`src/include/feature_defines.svh`:
```
`ifndef FEATURE_DEFINES_SVH
`define FEATURE_DEFINES_SVH

// sample and location widths
`define FEA_INPUT_DW     12
`define FEA_LENGTH_IN    256
`define FEA_INTERVAL_DW  9
`define FEA_SUM_DW       16

// running average over the first beats
`define FEA_INIT_BEATS   8
`define FEA_AVG_SHIFT    3

// multi-lead framing
`define FEA_NUM_LEADS    12
`define FEA_LEAD_DW      4
`define FEA_BEAT_DW      4

`endif
```
`src/ecg_feature_pkg.sv`:
```
`default_nettype none

`include "feature_defines.svh"

package ecg_feature_pkg;

    // signed sample amplitude
    typedef logic signed [`FEA_INPUT_DW-1:0] amp_t;

    // fiducial location or interval in samples
    typedef logic signed [`FEA_INTERVAL_DW-1:0] interval_t;

    // wide enough for eight beats or twelve leads
    typedef logic signed [`FEA_SUM_DW-1:0] feat_sum_t;

endpackage

`default_nettype wire

```
`src/ecg_feature_top.sv`:
```
`timescale 1ns/1ps
`default_nettype none

`include "feature_defines.svh"

module ecg_feature_top
    import ecg_feature_pkg::*;
(
    input  wire                    wclk,
    input  wire                    rst_n,
    input  wire                    feature_rdy,
    input  wire                    mode,
    input  wire [`FEA_LEAD_DW-1:0] cnt_lead,
    input  wire interval_t         rr_pre,
    input  wire interval_t         rr_post,
    input  wire interval_t         q_loc,
    input  wire interval_t         s_loc,
    input  wire interval_t         r_loc,
    input  wire interval_t         t_loc,
    input  wire interval_t         st_loc,
    input  wire amp_t              r_amp,
    input  wire amp_t              q_amp,
    input  wire amp_t              s_amp,
    input  wire amp_t              p_amp,
    input  wire amp_t              t_amp,
    input  wire amp_t              st_amp,
    input  wire amp_t              st_amp_2,
    input  wire amp_t              st_amp_4,
    input  wire amp_t              st_amp_6,
    input  wire amp_t              iso_line,
    output interval_t              rr_diff,
    output interval_t              qrs,
    output interval_t              rr_pre_rr_ave,
    output interval_t              rr_post_rr_ave,
    output interval_t              qrs_cur_qrs_ave,
    output amp_t                   r_amp_r_amp_ave,
    output amp_t                   q_amp_q_amp_ave,
    output amp_t                   s_amp_s_amp_ave,
    output amp_t                   p_amp_p_amp_ave,
    output amp_t                   t_amp_t_amp_ave,
    output amp_t                   q_amp_iso,
    output amp_t                   s_amp_iso,
    output amp_t                   t_amp_iso,
    output amp_t                   st_amp_iso,
    output amp_t                   st_slo,
    output feat_sum_t              q_amp_iso_sum,
    output feat_sum_t              s_amp_iso_sum,
    output feat_sum_t              t_amp_iso_sum,
    output feat_sum_t              st_amp_iso_sum,
    output feat_sum_t              st_slo_sum,
    output logic                   feature_done,
    output logic                   init_features_end
);

    logic avg_start;
    logic mi_start;
    logic avg_done;
    logic mi_done;
    logic init_done;
    logic clear_sums;

    feature_sequencer feature_sequencer_i (
        .wclk              (wclk),
        .rst_n             (rst_n),
        .feature_rdy       (feature_rdy),
        .mode              (mode),
        .cnt_lead          (cnt_lead),
        .avg_done          (avg_done),
        .mi_done           (mi_done),
        .avg_start         (avg_start),
        .mi_start          (mi_start),
        .init_done         (init_done),
        .clear_sums        (clear_sums),
        .feature_done      (feature_done),
        .init_features_end (init_features_end)
    );

    beat_average beat_average_i (
        .wclk            (wclk),
        .rst_n           (rst_n),
        .avg_start       (avg_start),
        .init_done       (init_done),
        .rr_pre          (rr_pre),
        .rr_post         (rr_post),
        .q_loc           (q_loc),
        .s_loc           (s_loc),
        .r_amp           (r_amp),
        .q_amp           (q_amp),
        .s_amp           (s_amp),
        .p_amp           (p_amp),
        .t_amp           (t_amp),
        .avg_done        (avg_done),
        .rr_diff         (rr_diff),
        .qrs             (qrs),
        .rr_pre_rr_ave   (rr_pre_rr_ave),
        .rr_post_rr_ave  (rr_post_rr_ave),
        .qrs_cur_qrs_ave (qrs_cur_qrs_ave),
        .r_amp_r_amp_ave (r_amp_r_amp_ave),
        .q_amp_q_amp_ave (q_amp_q_amp_ave),
        .s_amp_s_amp_ave (s_amp_s_amp_ave),
        .p_amp_p_amp_ave (p_amp_p_amp_ave),
        .t_amp_t_amp_ave (t_amp_t_amp_ave)
    );

    st_morphology st_morphology_i (
        .wclk           (wclk),
        .rst_n          (rst_n),
        .mi_start       (mi_start),
        .clear_sums     (clear_sums),
        .q_amp          (q_amp),
        .s_amp          (s_amp),
        .t_amp          (t_amp),
        .st_amp         (st_amp),
        .st_amp_2       (st_amp_2),
        .st_amp_4       (st_amp_4),
        .st_amp_6       (st_amp_6),
        .iso_line       (iso_line),
        .r_loc          (r_loc),
        .t_loc          (t_loc),
        .st_loc         (st_loc),
        .mi_done        (mi_done),
        .q_amp_iso      (q_amp_iso),
        .s_amp_iso      (s_amp_iso),
        .t_amp_iso      (t_amp_iso),
        .st_amp_iso     (st_amp_iso),
        .st_slo         (st_slo),
        .q_amp_iso_sum  (q_amp_iso_sum),
        .s_amp_iso_sum  (s_amp_iso_sum),
        .t_amp_iso_sum  (t_amp_iso_sum),
        .st_amp_iso_sum (st_amp_iso_sum),
        .st_slo_sum     (st_slo_sum)
    );

endmodule

`default_nettype wire

```
`src/st_morphology.sv`:
```
`timescale 1ns/1ps
`default_nettype none

`include "feature_defines.svh"

module st_morphology
    import ecg_feature_pkg::*;
(
    input  wire            wclk,
    input  wire            rst_n,
    input  wire            mi_start,
    input  wire            clear_sums,
    input  wire amp_t      q_amp,
    input  wire amp_t      s_amp,
    input  wire amp_t      t_amp,
    input  wire amp_t      st_amp,
    input  wire amp_t      st_amp_2,
    input  wire amp_t      st_amp_4,
    input  wire amp_t      st_amp_6,
    input  wire amp_t      iso_line,
    input  wire interval_t r_loc,
    input  wire interval_t t_loc,
    input  wire interval_t st_loc,
    output logic           mi_done,
    output amp_t           q_amp_iso,
    output amp_t           s_amp_iso,
    output amp_t           t_amp_iso,
    output amp_t           st_amp_iso,
    output amp_t           st_slo,
    output feat_sum_t      q_amp_iso_sum,
    output feat_sum_t      s_amp_iso_sum,
    output feat_sum_t      t_amp_iso_sum,
    output feat_sum_t      st_amp_iso_sum,
    output feat_sum_t      st_slo_sum
);

    // location reported when a wave was not found
    localparam interval_t LOC_NONE = interval_t'(`FEA_LENGTH_IN - 1);

    logic      stage_q;
    interval_t st_t_dist;
    amp_t      q_iso_n;
    amp_t      s_iso_n;
    amp_t      t_iso_n;
    amp_t      st_iso_n;
    amp_t      slo_n;

    function automatic feat_sum_t amp_sub(amp_t a, amp_t b);
        return feat_sum_t'(a) - feat_sum_t'(b);
    endfunction

    // lead 0 restarts the sum
    function automatic feat_sum_t accumulate(amp_t feature, feat_sum_t sum, logic restart);
        feat_sum_t base;
        base = restart ? '0 : sum;
        return base + feat_sum_t'(feature);
    endfunction

    always_ff @(posedge wclk) begin
        if (mi_start) begin
            st_t_dist <= st_loc - t_loc;
        end
    end

    always_comb begin
        q_iso_n  = amp_t'(amp_sub(q_amp, iso_line));
        s_iso_n  = amp_t'(amp_sub(s_amp, iso_line));
        t_iso_n  = amp_t'(amp_sub(t_amp, iso_line));
        st_iso_n = amp_t'(amp_sub(st_amp_2, iso_line));
        // slope step widens with the st to t distance
        if (t_loc == LOC_NONE || r_loc == LOC_NONE) begin
            slo_n = '0;
        end else if (st_t_dist >= 8) begin
            slo_n = amp_t'(amp_sub(st_amp_6, st_amp_2) >>> 2);
        end else if (st_t_dist >= 4) begin
            slo_n = amp_t'(amp_sub(st_amp_4, st_amp_2) >>> 1);
        end else begin
            slo_n = amp_t'(amp_sub(st_amp_2, st_amp));
        end
    end

    always_ff @(posedge wclk or negedge rst_n) begin
        if (!rst_n) begin
            stage_q        <= 1'b0;
            mi_done        <= 1'b0;
            q_amp_iso      <= '0;
            s_amp_iso      <= '0;
            t_amp_iso      <= '0;
            st_amp_iso     <= '0;
            st_slo         <= '0;
            q_amp_iso_sum  <= '0;
            s_amp_iso_sum  <= '0;
            t_amp_iso_sum  <= '0;
            st_amp_iso_sum <= '0;
            st_slo_sum     <= '0;
        end else begin
            stage_q <= mi_start;
            mi_done <= stage_q;
            if (stage_q) begin
                q_amp_iso      <= q_iso_n;
                s_amp_iso      <= s_iso_n;
                t_amp_iso      <= t_iso_n;
                st_amp_iso     <= st_iso_n;
                st_slo         <= slo_n;
                q_amp_iso_sum  <= accumulate(q_iso_n, q_amp_iso_sum, clear_sums);
                s_amp_iso_sum  <= accumulate(s_iso_n, s_amp_iso_sum, clear_sums);
                t_amp_iso_sum  <= accumulate(t_iso_n, t_amp_iso_sum, clear_sums);
                st_amp_iso_sum <= accumulate(st_iso_n, st_amp_iso_sum, clear_sums);
                st_slo_sum     <= accumulate(slo_n, st_slo_sum, clear_sums);
            end
        end
    end

endmodule

`default_nettype wire

```
`src/beat_average.sv`:
```
`timescale 1ns/1ps
`default_nettype none

`include "feature_defines.svh"

module beat_average
    import ecg_feature_pkg::*;
(
    input  wire            wclk,
    input  wire            rst_n,
    input  wire            avg_start,
    input  wire            init_done,
    input  wire interval_t rr_pre,
    input  wire interval_t rr_post,
    input  wire interval_t q_loc,
    input  wire interval_t s_loc,
    input  wire amp_t      r_amp,
    input  wire amp_t      q_amp,
    input  wire amp_t      s_amp,
    input  wire amp_t      p_amp,
    input  wire amp_t      t_amp,
    output logic           avg_done,
    output interval_t      rr_diff,
    output interval_t      qrs,
    output interval_t      rr_pre_rr_ave,
    output interval_t      rr_post_rr_ave,
    output interval_t      qrs_cur_qrs_ave,
    output amp_t           r_amp_r_amp_ave,
    output amp_t           q_amp_q_amp_ave,
    output amp_t           s_amp_s_amp_ave,
    output amp_t           p_amp_p_amp_ave,
    output amp_t           t_amp_t_amp_ave
);

    logic      stage_q;
    feat_sum_t sum_rr_pre;
    feat_sum_t sum_qrs;
    feat_sum_t sum_r_amp;
    feat_sum_t sum_q_amp;
    feat_sum_t sum_s_amp;
    feat_sum_t sum_p_amp;
    feat_sum_t sum_t_amp;

    // current value against the eight-beat mean
    function automatic feat_sum_t deviation(feat_sum_t cur, feat_sum_t sum);
        return cur - (sum >>> `FEA_AVG_SHIFT);
    endfunction

    // first stage: interval features of this beat
    always_ff @(posedge wclk or negedge rst_n) begin
        if (!rst_n) begin
            stage_q <= 1'b0;
            rr_diff <= '0;
            qrs     <= '0;
        end else begin
            stage_q <= avg_start;
            if (avg_start) begin
                rr_diff <= rr_post - rr_pre;
                qrs     <= s_loc - q_loc;
            end
        end
    end

    // second stage: accumulate, or compare with the frozen average
    always_ff @(posedge wclk or negedge rst_n) begin
        if (!rst_n) begin
            avg_done        <= 1'b0;
            sum_rr_pre      <= '0;
            sum_qrs         <= '0;
            sum_r_amp       <= '0;
            sum_q_amp       <= '0;
            sum_s_amp       <= '0;
            sum_p_amp       <= '0;
            sum_t_amp       <= '0;
            rr_pre_rr_ave   <= '0;
            rr_post_rr_ave  <= '0;
            qrs_cur_qrs_ave <= '0;
            r_amp_r_amp_ave <= '0;
            q_amp_q_amp_ave <= '0;
            s_amp_s_amp_ave <= '0;
            p_amp_p_amp_ave <= '0;
            t_amp_t_amp_ave <= '0;
        end else begin
            avg_done <= stage_q;
            if (stage_q) begin
                if (init_done) begin
                    rr_pre_rr_ave   <= interval_t'(deviation(feat_sum_t'(rr_pre), sum_rr_pre));
                    // rr_post is measured against the rr_pre mean
                    rr_post_rr_ave  <= interval_t'(deviation(feat_sum_t'(rr_post), sum_rr_pre));
                    qrs_cur_qrs_ave <= interval_t'(deviation(feat_sum_t'(qrs), sum_qrs));
                    r_amp_r_amp_ave <= amp_t'(deviation(feat_sum_t'(r_amp), sum_r_amp));
                    q_amp_q_amp_ave <= amp_t'(deviation(feat_sum_t'(q_amp), sum_q_amp));
                    s_amp_s_amp_ave <= amp_t'(deviation(feat_sum_t'(s_amp), sum_s_amp));
                    p_amp_p_amp_ave <= amp_t'(deviation(feat_sum_t'(p_amp), sum_p_amp));
                    t_amp_t_amp_ave <= amp_t'(deviation(feat_sum_t'(t_amp), sum_t_amp));
                end else begin
                    sum_rr_pre      <= sum_rr_pre + feat_sum_t'(rr_pre);
                    sum_qrs         <= sum_qrs + feat_sum_t'(qrs);
                    sum_r_amp       <= sum_r_amp + feat_sum_t'(r_amp);
                    sum_q_amp       <= sum_q_amp + feat_sum_t'(q_amp);
                    sum_s_amp       <= sum_s_amp + feat_sum_t'(s_amp);
                    sum_p_amp       <= sum_p_amp + feat_sum_t'(p_amp);
                    sum_t_amp       <= sum_t_amp + feat_sum_t'(t_amp);
                    rr_pre_rr_ave   <= '0;
                    rr_post_rr_ave  <= '0;
                    qrs_cur_qrs_ave <= '0;
                    r_amp_r_amp_ave <= '0;
                    q_amp_q_amp_ave <= '0;
                    s_amp_s_amp_ave <= '0;
                    p_amp_p_amp_ave <= '0;
                    t_amp_t_amp_ave <= '0;
                end
            end
        end
    end

endmodule

`default_nettype wire

```
`src/feature_sequencer.sv`:
```
`timescale 1ns/1ps
`default_nettype none

`include "feature_defines.svh"

module feature_sequencer
    import ecg_feature_pkg::*;
(
    input  wire                    wclk,
    input  wire                    rst_n,
    input  wire                    feature_rdy,
    input  wire                    mode,
    input  wire [`FEA_LEAD_DW-1:0] cnt_lead,
    input  wire                    avg_done,
    input  wire                    mi_done,
    output logic                   avg_start,
    output logic                   mi_start,
    output logic                   init_done,
    output logic                   clear_sums,
    output logic                   feature_done,
    output logic                   init_features_end
);

    localparam logic [1:0] ST_IDLE = 2'd0;
    localparam logic [1:0] ST_BUSY = 2'd1;
    localparam logic [1:0] ST_DONE = 2'd2;

    localparam logic [`FEA_LEAD_DW-1:0] LAST_LEAD  = `FEA_LEAD_DW'(`FEA_NUM_LEADS - 1);
    localparam logic [`FEA_BEAT_DW-1:0] INIT_BEATS = `FEA_BEAT_DW'(`FEA_INIT_BEATS);

    logic [1:0]              state;
    logic                    pend_avg;
    logic                    pend_mi;
    logic [`FEA_BEAT_DW-1:0] beat_cnt;
    logic                    need_avg;
    logic                    need_mi;
    logic                    units_idle;
    logic                    beat_end;

    // averages run once per beat, on lead 0 in multi-lead mode
    assign need_avg   = !mode || (cnt_lead == '0);
    assign need_mi    = mode;
    assign units_idle = !(pend_avg && !avg_done) && !(pend_mi && !mi_done);
    assign beat_end   = (state == ST_DONE) && (!mode || cnt_lead == LAST_LEAD);

    assign clear_sums        = (cnt_lead == '0);
    assign init_done         = (beat_cnt >= INIT_BEATS);
    assign init_features_end = init_done;
    assign feature_done      = (state == ST_DONE);

    always_ff @(posedge wclk or negedge rst_n) begin
        if (!rst_n) begin
            state     <= ST_IDLE;
            avg_start <= 1'b0;
            mi_start  <= 1'b0;
            pend_avg  <= 1'b0;
            pend_mi   <= 1'b0;
        end else begin
            avg_start <= 1'b0;
            mi_start  <= 1'b0;
            case (state)
                ST_IDLE: begin
                    if (feature_rdy) begin
                        state     <= ST_BUSY;
                        avg_start <= need_avg;
                        mi_start  <= need_mi;
                        pend_avg  <= need_avg;
                        pend_mi   <= need_mi;
                    end
                end
                ST_BUSY: begin
                    if (avg_done) begin
                        pend_avg <= 1'b0;
                    end
                    if (mi_done) begin
                        pend_mi <= 1'b0;
                    end
                    if (units_idle) begin
                        state <= ST_DONE;
                    end
                end
                ST_DONE: state <= ST_IDLE;
                default: state <= ST_IDLE;
            endcase
        end
    end

    // saturating beat count
    always_ff @(posedge wclk or negedge rst_n) begin
        if (!rst_n) begin
            beat_cnt <= '0;
        end else if (beat_end && beat_cnt < INIT_BEATS) begin
            beat_cnt <= beat_cnt + 1'b1;
        end
    end

endmodule

`default_nettype wire

```
`config.mk`:
```
export PLATFORM = sky130hd
export DESIGN_NAME = ecg_feature_top
export DESIGN_NICKNAME = d
export VERILOG_FILES = /design/src/ecg_feature_pkg.sv /design/src/ecg_feature_top.sv /design/src/st_morphology.sv /design/src/beat_average.sv /design/src/feature_sequencer.sv
export VERILOG_INCLUDE_DIRS = /design/src /design/src/include
export SDC_FILE = /design/constraint.sdc
export NUM_CORES = 1
export LEC_CHECK = 0
export BUFFER_PORTS_ARGS = -buffer_cell sky130_fd_sc_hd__buf_2
export CORE_MARGIN = 5
export CORE_UTILIZATION = 60
export DETAILED_ROUTE_END_ITERATION = 8
export PLACE_DENSITY = 0.95
export SLEW_MARGIN = 20
export SYNTH_ARGS = -nofsm -noshare
export SYNTH_HDL_FRONTEND = slang
export SYNTH_SLANG_ARGS = --single-unit
```
`constraint.sdc`:
```
create_clock -name wclk -period 10.8 [get_ports wclk]
set_input_delay 0 -clock wclk [delete_from_list [all_inputs] [get_ports wclk]]
set_output_delay 0 -clock wclk [all_outputs]
set_load 0.01 [all_outputs]
```
==> out/qor.yml <==
synthCells: 3149
io_buffers: 437
seq_area_frac_synth: 0.318
slowest_stage: "or4_4"
synth_flop_cell: "dfrtp_1"
holdCritStartpoint: "s_loc[6]"
drive_gt1_frac: 0.185
die_h_um: 229
critPathKind: "reg -> reg"
cts.sinks: 365
io_pins: 438
max_slew.worst_pin.slew_ns: 1.11
cts_setup_buffers: 0
coreArea_um2: 47600
rsz0062_at_grt: "false"
p_leak_nw: 16.7
whs_ns: 0.0300
min_period_over_period: 0.435
syn_avg_cell_area_um2: 9.15
drt_wl_total_um: 90800
wl_per_cell_um: 21.0
area_delta_synth_final_pct: 18.1
reg2reg_from: "st_morphology_i.st_t_dist[7]"
die_area_um2: 52500
status: "complete, no violations"
hold_viol: 0
dp_hpwl_um: 63200
cts_made_buffers: 44
dp.cells: 4130
reg2reg_to: "st_morphology_i.st_slo_sum[14]"
die_w_um: 229
clock_path_buffers: 3
grt_pass1_wl_um: 144000
cp.arrival_ns: 5.14
yosys_warnings: 0
power_mw: 9.95
rr_worst_depth: 17
drt_iter0_drc: 2202
cp_common_cell: "a21oi_1"
cp_max_fo: 8
finish.utilization: 0.714
pre_cts_ws_ns: 6.19
stdcell_area_um2: 34000
fin_crit_ns: 4.70
finalClockSkew_ns: 0.0261
crit_path_end_kind: "register"
ant_nets: 0
routed_via_density: 6.19
synth_edf_count: 7
startpoint_type: "register"
hold_path.class: "in -> reg"
place_congestion: 0.952
cts.htree.levels: 2
fin_cells: 4315
cp_slowest_stage_delay_ns: 0.55
synthTopCellsByArea: "dfrtp_1 (31%), ha_1 (15%), xnor2_1 (5.6%)"
setup_viol: 0
cap_violations: 0
fin_ws_ns: 6.10
clk_pin_slew_worst_paths_ns: 0.06
cts_tree: "built"
syn_area_um2: 28800
power.density_nw_per_um2: 292
grt_start_max_net_pins: 106
clock_latency_ns: 0.58
synthTopCellsByCount: "dfrtp_1 (358), ha_1 (349), inv_1 (306)"
timing.slew.headroom: 0.258
finalSetupTns_ns: 0
dpl_cell_area_um2: 31600
cp.required_ns: 11.24
synth_nets: 3718
nNetsFinal: 4219
dr.pass1.iters: 6
grt_overflow: 0
yosysUniqueCellTypes: 82
slew_violations: 0
ys_ff_latch: 365
async_flop_share: 0.981
root_buffer: "clkbuf_16"
hold_path_depth: 5
irDropWorstVdd_v: 0.000191
vias: 26691
synth_top_cell_area_share: 0.311
grt_usage: 0.335
antenna_found_initial: 17
max_freq_ghz: 0.213
yosys.area.top_type: "dfrtp_1"
synthMostInstantiatedCell: "dfrtp_1"
reg2reg_slack_ns: 6.10
drc_errors: 0
grt_pass1_vias: 27610
initial_utilization: 0.605
cp_cell_sequence: "or4_4 > nor2_4 > a21o_1 > nand2_1 > a21oi_1 > a211oi_1 > ha_1 > fa_1 > a21o_1 > a21oi_1 > o21bai_1 > a21oi_1 > o21ai_0 > a211oi_1 > o41ai_1 > xor2_1 > mux2_2"
hold_end: "beat_average_i.qrs[7]"
num_rows: 80
## power by group
group          switching (mW)  leakage [nW]  total, mW  internal (mW)
clock network           0.623         0.730       1.54          0.920
logic                    3.32          11.5       5.91           2.59
registers               0.505          4.50       2.49           1.99
## cell type report
cell class | instances | area, µm²
Inverter | 307 | 1150
Clock inverter | 16 | 193
Clock buffer | 62 | 1280
Timing Repair Buffer | 542 | 3210
Multi-Input combinational cell | 2390 | 18200
Antenna cell | 18 | 45.0
Tap cell | 615 | 769
Sequential cell | 365 | 9170
Fill cell | 3185 | 13600
## state kept, by name (all words and copies together), names as in the netlist, 12 cells and up
name,flops
beat_average_i.sum_r_amp,15
st_morphology_i.st_slo,12
st_morphology_i.q_amp_iso_sum,16
st_morphology_i.st_amp_iso_sum,16
beat_average_i.sum_qrs,12
beat_average_i.sum_rr_pre,12
st_morphology_i.s_amp_iso_sum,16
beat_average_i.p_amp_p_amp_ave,12
beat_average_i.t_amp_t_amp_ave,12
st_morphology_i.s_amp_iso,12
beat_average_i.sum_s_amp,15
beat_average_i.sum_p_amp,15
st_morphology_i.st_amp_iso,12
beat_average_i.q_amp_q_amp_ave,12
st_morphology_i.st_slo_sum,16
beat_average_i.r_amp_r_amp_ave,12
beat_average_i.sum_q_amp,15
st_morphology_i.t_amp_iso,12
st_morphology_i.q_amp_iso,12
st_morphology_i.t_amp_iso_sum,16
beat_average_i.sum_t_amp,15
beat_average_i.s_amp_s_amp_ave,12
## kinds of logic (layout without fill, tap and decap cells)
family | after synthesis | after routing | synth area share
simple gates | 766 | 766 | 0.131
buf+inv | 394 | 927 | 0.0513
mux | 129 | 129 | 0.0501
flops | 365 | 365 | 0.318
compound gates | 842 | 842 | 0.194
fa+ha+maj | 378 | 378 | 0.172
xor+xnor | 275 | 275 | 0.0836
other cells | 0 | 18 | 0
## worst max-delay path by stage
| stage | end | slack (ns) | cells after the start | start |
|---|---|---|---|---|
| 2_1_floorplan | st_morphology_i.st_slo_sum[14] | 6.82 | 18 | st_morphology_i.st_t_dist[7] |
| 3_3_place_gp | st_morphology_i.st_slo_sum[15] | 6.29 | 22 | st_amp_2[0] |
| 3_5_place_dp | st_morphology_i.st_slo_sum[15] | 6.19 | 22 | st_amp_2[0] |
| 4_1_cts | st_morphology_i.st_slo_sum[14] | 6.24 | 17 | st_morphology_i.st_t_dist[7] |
| 5_1_grt | st_morphology_i.st_slo_sum[14] | 5.92 | 17 | st_morphology_i.st_t_dist[7] |
| 6_report | st_morphology_i.st_slo_sum[14] | 6.10 | 17 | st_morphology_i.st_t_dist[7] |
## cells in the final DEF, fill, tap and decap left out, types with 51 or more instances in the layout
cell	synthesis	layout
mux2_2	122	122
o2bb2ai_1	57	57
nand3_1	51	51
ha_1	349	349
buf_2	0	436
xnor2_1	183	183
nor3_1	60	60
inv_1	306	306
dlygate4sd3_1	0	89
o21ai_0	193	193
a21oi_1	177	177
dfrtp_1	358	357
xor2_1	92	92
and2_1	79	79
nand2_1	251	249
a21o_1	87	87
nor2_1	137	136
## layer usage
metal / global-route usage / share of wire / vias up
li1: - / - / 12165
met1: 0.395 / 0.38 / 12733
met2: 0.556 / 0.46 / 1370
met3: 0.0950 / 0.094 / 421
met4: 0.179 / 0.064 / 2
met5: 0 / 0.00014 / -
## worst max-delay path, delay by kind of cell (launching register included)
family | cells | cell delay [ns]
AOI/OAI and AO/OA | 10 | 2.24
xor gates and xnor gates | 1 | 0.17
adders and majority gates | 2 | 0.72
DFF | 1 | 0.38
muxes | 1 | 0.30
and+or+nand+nor | 3 | 0.78
## timing repair
item	CTS	global route
gates resized for setup	0	0
endpoints found under the hold margin	217	0
hold buffers	89	0
Note: power is estimated with default switching activity, not from simulation.
